## config.mk

```make
export PLATFORM = sky130hd
export DESIGN_NAME = lab_top
export DESIGN_NICKNAME = d
export VERILOG_FILES = /design/src/hdl/counter_lab_pkg.sv /design/src/hdl/strobe_gen.sv /design/src/hdl/counter_bank.sv /design/src/hdl/counter_view_mux.sv /design/src/hdl/seven_segment_display.sv /design/src/hdl/lab_top.sv
export SDC_FILE = /design/constraint.sdc
export NUM_CORES = 1
export LEC_CHECK = 0
export ABC_CLOCK_PERIOD_IN_PS = 3850
export BUFFER_PORTS_ARGS = -buffer_cell sky130_fd_sc_hd__buf_2
export CORE_MARGIN = 5
export CORE_UTILIZATION = 60
export DETAILED_ROUTE_END_ITERATION = 12
export PLACE_DENSITY = 0.79
export SYNTH_ARGS = -nofsm -noshare
export SYNTH_HDL_FRONTEND = slang
export SYNTH_SLANG_ARGS = --single-unit
```

## constraint.sdc

```tcl
create_clock -name clk -period 3.85 [get_ports clk]
set_input_delay 0 -clock clk [delete_from_list [all_inputs] [get_ports clk]]
set_output_delay 0 -clock clk [all_outputs]
set_load 0.01 [all_outputs]
```

## src/hdl/counter_lab_pkg.sv

```systemverilog
`default_nettype none

package counter_lab_pkg;

    // ------------------------------
    // Widths shared across the lab
    // ------------------------------

    // Control word from keys or switches
    localparam int W_CTRL = 8;

    // Segments a to g plus the dot
    localparam int W_SEG = 8;

    // ------------------------------
    // Counter outputs
    // ------------------------------

    typedef struct packed {
        logic [31:0] fast32;     // Every clock
        logic [31:0] slow32;     // Every strobe
        logic [ 2:0] wrap3;      // Every strobe, wraps at 8
        logic [ 2:0] max_up;
        logic [ 2:0] max_down;
        logic [ 4:0] max_en;
        logic [15:0] cascade16;  // Every 16 strobes
    } counter_views_t;

    // View select, bits 5:2 of the control word
    typedef enum logic [3:0] {
        VIEW_FAST     = 4'd0,
        VIEW_FAST_TOP = 4'd1,
        VIEW_SLOW     = 4'd2,
        VIEW_WRAP     = 4'd3,
        VIEW_MAX_UP   = 4'd4,
        VIEW_MAX_DOWN = 4'd5,
        VIEW_MAX_EN   = 4'd6,
        VIEW_CASCADE  = 4'd7
    } view_sel_e;

endpackage

`default_nettype wire

```

## src/hdl/strobe_gen.sv

```systemverilog
`timescale 1ns/100ps
`default_nettype none

module strobe_gen
#(
    parameter int STROBE_PERIOD = 4
)
(
    input  logic clk,
    input  logic i_rst,
    output logic o_strobe
);

    localparam int W_DIV = (STROBE_PERIOD > 1) ? $clog2(STROBE_PERIOD) : 1;
    localparam logic [W_DIV - 1:0] LAST = W_DIV'(STROBE_PERIOD - 1);

    logic [W_DIV - 1:0] div_q;

    // Wrap-around divider, stands in for the slow clock
    always_ff @(posedge clk)
    begin
        if (i_rst)
            div_q <= '0;
        else if (div_q == LAST)
            div_q <= '0;
        else
            div_q <= div_q + 1'b1;
    end

    assign o_strobe = (div_q == LAST);

    // ------------------------------
    // Checks
    // ------------------------------

    generate
        if (STROBE_PERIOD > 1)
        begin : g_strobe_check
            // Strobe is a single-cycle pulse
            a_strobe_single : assert property (
                @(posedge clk) disable iff (i_rst) o_strobe |=> !o_strobe
            );
        end
    endgenerate

endmodule

`default_nettype wire

```

## src/hdl/counter_bank.sv

```systemverilog
`timescale 1ns/100ps
`default_nettype none

module counter_bank
    import counter_lab_pkg::*;
#(
    parameter int MAX_UP   = 4,
    parameter int MAX_DOWN = 5,
    parameter int MAX_EN   = 8
)
(
    input  logic           clk,
    input  logic           i_rst,
    input  logic           i_clear,
    input  logic           i_strobe,
    input  logic           i_enable,
    output counter_views_t o_views
);

    // Limits sized to their counters
    localparam logic [2:0] LIM_UP   = 3'(MAX_UP);
    localparam logic [2:0] LIM_DOWN = 3'(MAX_DOWN);
    localparam logic [4:0] LIM_EN   = 5'(MAX_EN);

    counter_views_t views_q;

    // Inner counter of the cascade
    logic [3:0] inner_q;

    // ------------------------------
    // Counters
    // ------------------------------

    always_ff @(posedge clk)
    begin
        if (i_rst || i_clear)
        begin
            views_q.fast32    <= '0;
            views_q.slow32    <= '0;
            views_q.wrap3     <= '0;
            views_q.max_up    <= '0;
            views_q.max_down  <= LIM_DOWN;
            views_q.max_en    <= '0;
            views_q.cascade16 <= '0;
            inner_q           <= '0;
        end
        else
        begin
            views_q.fast32 <= views_q.fast32 + 32'd1;

            if (i_strobe)
            begin
                views_q.slow32 <= views_q.slow32 + 32'd1;

                // Wraps modulo 8 by its width
                views_q.wrap3 <= views_q.wrap3 + 3'd1;

                if (views_q.max_up == LIM_UP)
                    views_q.max_up <= '0;
                else
                    views_q.max_up <= views_q.max_up + 3'd1;

                if (views_q.max_down == '0)
                    views_q.max_down <= LIM_DOWN;
                else
                    views_q.max_down <= views_q.max_down - 3'd1;

                if (i_enable)
                begin
                    if (views_q.max_en == LIM_EN)
                        views_q.max_en <= '0;
                    else
                        views_q.max_en <= views_q.max_en + 5'd1;
                end

                // Outer step on the same edge the inner one wraps
                inner_q <= inner_q + 4'd1;
                if (inner_q == 4'hf)
                    views_q.cascade16 <= views_q.cascade16 + 16'd1;
            end
        end
    end

    assign o_views = views_q;

    // ------------------------------
    // Checks
    // ------------------------------

    a_max_up_bound : assert property (
        @(posedge clk) disable iff (i_rst) views_q.max_up <= LIM_UP
    );

    a_max_down_bound : assert property (
        @(posedge clk) disable iff (i_rst) views_q.max_down <= LIM_DOWN
    );

    a_max_en_bound : assert property (
        @(posedge clk) disable iff (i_rst) views_q.max_en <= LIM_EN
    );

endmodule

`default_nettype wire

```

## src/hdl/counter_view_mux.sv

```systemverilog
`timescale 1ns/100ps
`default_nettype none

module counter_view_mux
    import counter_lab_pkg::*;
#(
    parameter int W_KEY   = 4,
    parameter int W_SW    = 8,
    parameter int W_LED   = 8,
    parameter int W_DIGIT = 8
)
(
    input  logic [W_KEY - 1:0]       i_key,
    input  logic [W_SW - 1:0]        i_sw,
    input  counter_views_t           i_views,
    output logic                     o_clear,
    output logic                     o_enable,
    output logic [W_LED - 1:0]       o_led,
    output logic [W_DIGIT * 4 - 1:0] o_number
);

    localparam int W_NUMBER = W_DIGIT * 4;

    logic [W_CTRL - 1:0] ctrl;
    view_sel_e           view_sel;
    logic [31:0]         shown;

    // Switches win when there are too few keys
    generate
        if (W_KEY < W_CTRL && W_SW >= W_CTRL)
        begin : g_use_switches
            assign ctrl = W_CTRL'(i_sw);
        end
        else
        begin : g_use_keys
            assign ctrl = W_CTRL'(i_key);
        end
    endgenerate

    assign o_clear  = ctrl[0];
    assign o_enable = ctrl[1];
    assign view_sel = view_sel_e'(ctrl[5:2]);

    // ------------------------------
    // View select
    // ------------------------------

    always_comb
    begin
        case (view_sel)
            VIEW_FAST     : shown = i_views.fast32;
            VIEW_FAST_TOP : shown = 32'(i_views.fast32[31:24]);
            VIEW_SLOW     : shown = i_views.slow32;
            VIEW_WRAP     : shown = 32'(i_views.wrap3);
            VIEW_MAX_UP   : shown = 32'(i_views.max_up);
            VIEW_MAX_DOWN : shown = 32'(i_views.max_down);
            VIEW_MAX_EN   : shown = 32'(i_views.max_en);
            VIEW_CASCADE  : shown = 32'(i_views.cascade16);
            default       : shown = '0;
        endcase
    end

    assign o_led    = W_LED'(shown);
    assign o_number = W_NUMBER'(shown);

endmodule

`default_nettype wire

```

## src/hdl/seven_segment_display.sv

```systemverilog
`timescale 1ns/100ps
`default_nettype none

module seven_segment_display
    import counter_lab_pkg::*;
#(
    parameter int W_DIGIT     = 8,
    parameter int SCAN_PERIOD = 8
)
(
    input  logic                     clk,
    input  logic                     i_rst,
    input  logic [W_DIGIT * 4 - 1:0] i_number,
    output logic [W_SEG - 1:0]       o_abcdefgh,
    output logic [W_DIGIT - 1:0]     o_digit
);

    localparam int W_SCAN = (SCAN_PERIOD > 1) ? $clog2(SCAN_PERIOD) : 1;
    localparam logic [W_SCAN - 1:0] SCAN_LAST = W_SCAN'(SCAN_PERIOD - 1);

    logic [W_DIGIT * 4 - 1:0] number_q;
    logic [W_SCAN - 1:0]      scan_q;
    logic [W_DIGIT - 1:0]     digit_q;
    logic [3:0]               nibble;

    // Hex font, a in the MSB, dot in bit 0 left dark
    function automatic logic [W_SEG - 1:0] hex_font(input logic [3:0] value);
        case (value)
            4'h0    : hex_font = 8'b1111_1100;
            4'h1    : hex_font = 8'b0110_0000;
            4'h2    : hex_font = 8'b1101_1010;
            4'h3    : hex_font = 8'b1111_0010;
            4'h4    : hex_font = 8'b0110_0110;
            4'h5    : hex_font = 8'b1011_0110;
            4'h6    : hex_font = 8'b1011_1110;
            4'h7    : hex_font = 8'b1110_0000;
            4'h8    : hex_font = 8'b1111_1110;
            4'h9    : hex_font = 8'b1111_0110;
            4'ha    : hex_font = 8'b1110_1110;
            4'hb    : hex_font = 8'b0011_1110;
            4'hc    : hex_font = 8'b1001_1100;
            4'hd    : hex_font = 8'b0111_1010;
            4'he    : hex_font = 8'b1001_1110;
            default : hex_font = 8'b1000_1110;
        endcase
    endfunction

    // ------------------------------
    // Number and digit scan
    // ------------------------------

    always_ff @(posedge clk)
    begin
        if (i_rst)
        begin
            number_q <= '0;
            scan_q   <= '0;
            digit_q  <= W_DIGIT'(1);
        end
        else
        begin
            number_q <= i_number;

            if (scan_q == SCAN_LAST)
            begin
                scan_q <= '0;
                // Rotate left, top digit back to digit 0
                digit_q <= (digit_q << 1) | (digit_q >> (W_DIGIT - 1));
            end
            else
            begin
                scan_q <= scan_q + 1'b1;
            end
        end
    end

    // Nibble under the lit digit
    always_comb
    begin
        nibble = '0;
        for (int k = 0; k < W_DIGIT; k++)
        begin
            if (digit_q[k])
                nibble = nibble | number_q[k * 4 +: 4];
        end
    end

    assign o_abcdefgh = hex_font(nibble);
    assign o_digit    = digit_q;

    // Exactly one digit lit at any time
    a_digit_onehot : assert property (
        @(posedge clk) disable iff (i_rst) $onehot(o_digit)
    );

endmodule

`default_nettype wire

```

## src/hdl/lab_top.sv

```systemverilog
`timescale 1ns/100ps
`default_nettype none

module lab_top
    import counter_lab_pkg::*;
#(
    parameter int W_KEY         = 4,
    parameter int W_SW          = 8,
    parameter int W_LED         = 8,
    parameter int W_DIGIT       = 8,
    parameter int STROBE_PERIOD = 4,
    parameter int MAX_UP        = 4,
    parameter int MAX_DOWN      = 5,
    parameter int MAX_EN        = 8,
    parameter int SCAN_PERIOD   = 8
)
(
    input  logic                 clk,
    input  logic                 i_rst,

    // Keys, switches, LEDs
    input  logic [W_KEY - 1:0]   i_key,
    input  logic [W_SW - 1:0]    i_sw,
    output logic [W_LED - 1:0]   o_led,

    // Multiplexed seven-segment display
    output logic [W_SEG - 1:0]   o_abcdefgh,
    output logic [W_DIGIT - 1:0] o_digit
);

    logic                     strobe;
    logic                     clear;
    logic                     enable;
    counter_views_t           views;
    logic [W_DIGIT * 4 - 1:0] number;

    // ------------------------------
    // Pacing and counters
    // ------------------------------

    strobe_gen #(
        .STROBE_PERIOD (STROBE_PERIOD)
    ) u_strobe_gen (
        .clk      (clk),
        .i_rst    (i_rst),
        .o_strobe (strobe)
    );

    counter_bank #(
        .MAX_UP   (MAX_UP),
        .MAX_DOWN (MAX_DOWN),
        .MAX_EN   (MAX_EN)
    ) u_counter_bank (
        .clk      (clk),
        .i_rst    (i_rst),
        .i_clear  (clear),
        .i_strobe (strobe),
        .i_enable (enable),
        .o_views  (views)
    );

    // ------------------------------
    // Control and outputs
    // ------------------------------

    counter_view_mux #(
        .W_KEY   (W_KEY),
        .W_SW    (W_SW),
        .W_LED   (W_LED),
        .W_DIGIT (W_DIGIT)
    ) u_counter_view_mux (
        .i_key    (i_key),
        .i_sw     (i_sw),
        .i_views  (views),
        .o_clear  (clear),
        .o_enable (enable),
        .o_led    (o_led),
        .o_number (number)
    );

    seven_segment_display #(
        .W_DIGIT     (W_DIGIT),
        .SCAN_PERIOD (SCAN_PERIOD)
    ) u_seven_segment_display (
        .clk        (clk),
        .i_rst      (i_rst),
        .i_number   (number),
        .o_abcdefgh (o_abcdefgh),
        .o_digit    (o_digit)
    );

endmodule

`default_nettype wire

```

==> metrics.txt <==
leakage power between 2 and 3 nW; Layout area overhead 12.1%; post-synthesis instance total 792; Die Area about 14000 um2; final setup violation count 0; clock latency on the worst-skew pair ~0.42 ns; grt met1 use 0.326; Die Wd approximately 120 um; fmax about 0.39 GHz; Startpoint Class flop; port bufs 30; 1st-pass router iterations 6; crit end category flop; setup_tns 0 ns; final hold viol count 0; FF+latch count, synth 143; ys flop type dfxtp_1; Non-Filler Instances approximately 950; GRT met3 Usage 0.0538; first-pass GRT wire length between 20 and 30 mm; CP Max Fanout 19; Post-DRT Antenna Nets 0; initial antenna violation count 0; core area around 11000 um2; Iter 0 DRT Violations slightly below 800; CP required around 4.2 ns; fill cell count between 800 and 900; largest net degree at the start of global routing 50; nets roughly 820; max cap viols 0; final period utilization 0.668; Post-synth EDFFs 0; max-slew violation count 0; share of the synthesized area in the top cell type 0.413; WS Path Type reg -> reg; most used routing layer met2; DR DRC count 0; syn nets approximately 830; peak supply drop 0.000436 V; fin area 7770 um2; share of layout cells above drive strength 1 0.106; routed vias/inst approximately 6.4; CTS Buf Count 17; CTS tree yes; Yosys cell types 54; Clock Root Buffer clkbuf_16; Post-DP Area between 7000 and 8000 um2; Pwr Density about 460 nW/um2; asr flop ratio synth 0; dpl cells ~910; vias in the first global route about 5700; Slew @ Worst Pin just under 0.8 ns; top cells by area, synth dfxtp_1 (41%), nor2_1 (4.7%), a22oi_1 (4.4%), a21oi_1 (4.0%), or4_1 (3.8%); post-synth top area cell dfxtp_1; Mapped Area 6940 um2; Starting Density 0.610; Vias a little over 6000; Final HPWL DP 11.9 mm; RSZ-0062 raised after global routing false; DR WL/cell about 18 um; Antenna diodes 0; status finished clean; Top Ports 38; clk_skew 0.00734 ns; H-tree levels 4; pre-CTS WS ~1.4 ns; # clock sinks 143; Worst-path clk slew 0.06 ns; Crit path arrival time roughly 3 ns; top cells by count, synth dfxtp_1 (143), nor2_1 (87), a21oi_1 (56); Ys Warns 0; Mapped Avg Cell Area 8.76 um2; die outline height roughly 120 um; sequential fraction of the synthesis area 0.413; setup slack after layout between 1 and 1.5 ns; gr usage total 0.253; clk buf depth 2; GP Congestion between 0.8 and 0.9; most common cell in the synthesized netlist dfxtp_1; crit path time final ~2.6 ns; Total Routed Length 17.5 mm; Worst Hold Class in -> reg; row count 39; grt met2 use 0.405; Worst slew margin 0.476; Overflow after GRT 0
## metal layers
layer / vias to the layer above / share of wire
met5: - / 0
met4: 0 / 0.033
met3: 38 / 0.069
met2: 252 / 0.48
met1: 2892 / 0.42
li1: 2919 / -
## kinds of logic (layout without fill, tap and decap cells)
family | Yosys count | count (layout) | synth area share
AND/OR/NAND/NOR | 313 | 313 | 0.248
AO/OA/AOI/OAI | 177 | 177 | 0.168
flip-flops | 143 | 143 | 0.413
buffers and inverters | 74 | 85 | 0.0467
XOR/XNOR | 38 | 38 | 0.0480
multiplexers | 26 | 26 | 0.0400
adder cells (fa/ha/maj) | 20 | 20 | 0.0361
other | 1 | 1 | 0.000541
## where the power goes
| part | switching, mW | internal, mW | total (mW) |
|---|---|---|---|
| logic | 0.0662 | 0.0312 | 0.0974 |
| clock network | 0.637 | 1.32 | 1.96 |
| registers | 0.00660 | 1.49 | 1.50 |
## registers in the layout, summed over array words and instances (netlist names)
signal,flops
u_seven_segment_display.number_q,32
u_counter_bank.inner_q,4
u_strobe_gen.div_q,2
u_seven_segment_display.o_digit,8
u_seven_segment_display.scan_q,3
u_counter_bank.o_views,94
## placed cells by master, fill, tap and decap left out, types with 25 or more instances in the layout
cell type,n
a21oi_1,56
a22oi_1,41
buf_2,30
dfxtp_1,143
nand2_1,50
nor2_1,87
o31ai_1,29
or4_1,35
xnor2_1,25
## final cells by class
type,count,area (um2),area share
Multi-Input combinational cell,575,3750,0.483
Sequential cell,143,2860,0.368
Clock buffer,19,453,0.0583
Clock inverter,13,258,0.0332
Timing Repair Buffer,36,200,0.0258
Tap cell,143,179,0.0230
Inverter,17,63.8,0.00821
## critical path, cell delays in order (launching register included)
cell and delay [ns]:
dfxtp_1 0.33, ha_1 0.28, nand4_1 0.37, or3_1 0.74, or4_1 0.61, a21oi_1 0.16
## stage by stage
step / power, mW / utilization / hold WS [ns]
floorplan: 1.60 / - / 0.0758
global placement: 1.62 / 0.619 / 0.326
detailed placement: 1.62 / 0.619 / 0.342
CTS: 3.56 / 0.684 / 0.0865
global route: 3.64 / 0.684 / 0.146
finish: 3.55 / 0.684 / 0.107
## final timing paths
path         cells after the start                    endpoint  slack, ns                   from
max reg2reg                      5  u_counter_bank.o_views[61]       1.28  u_strobe_gen.div_q[0]
max                              5  u_counter_bank.o_views[61]       1.28  u_strobe_gen.div_q[0]
min reg2reg                      1       u_strobe_gen.div_q[0]       0.43  u_strobe_gen.div_q[0]
min                              4  u_counter_bank.o_views[16]       0.11                i_sw[1]
## timing repair
action | in CTS | in global routing
setup buffers | 0 | 0
endpoints found under the hold margin | 11 | 0
hold buffers | 2 | 0
resized for setup | 0 | 0
endpoints found under the setup margin | 0 | 0
Power figures use the tool's default switching activity.
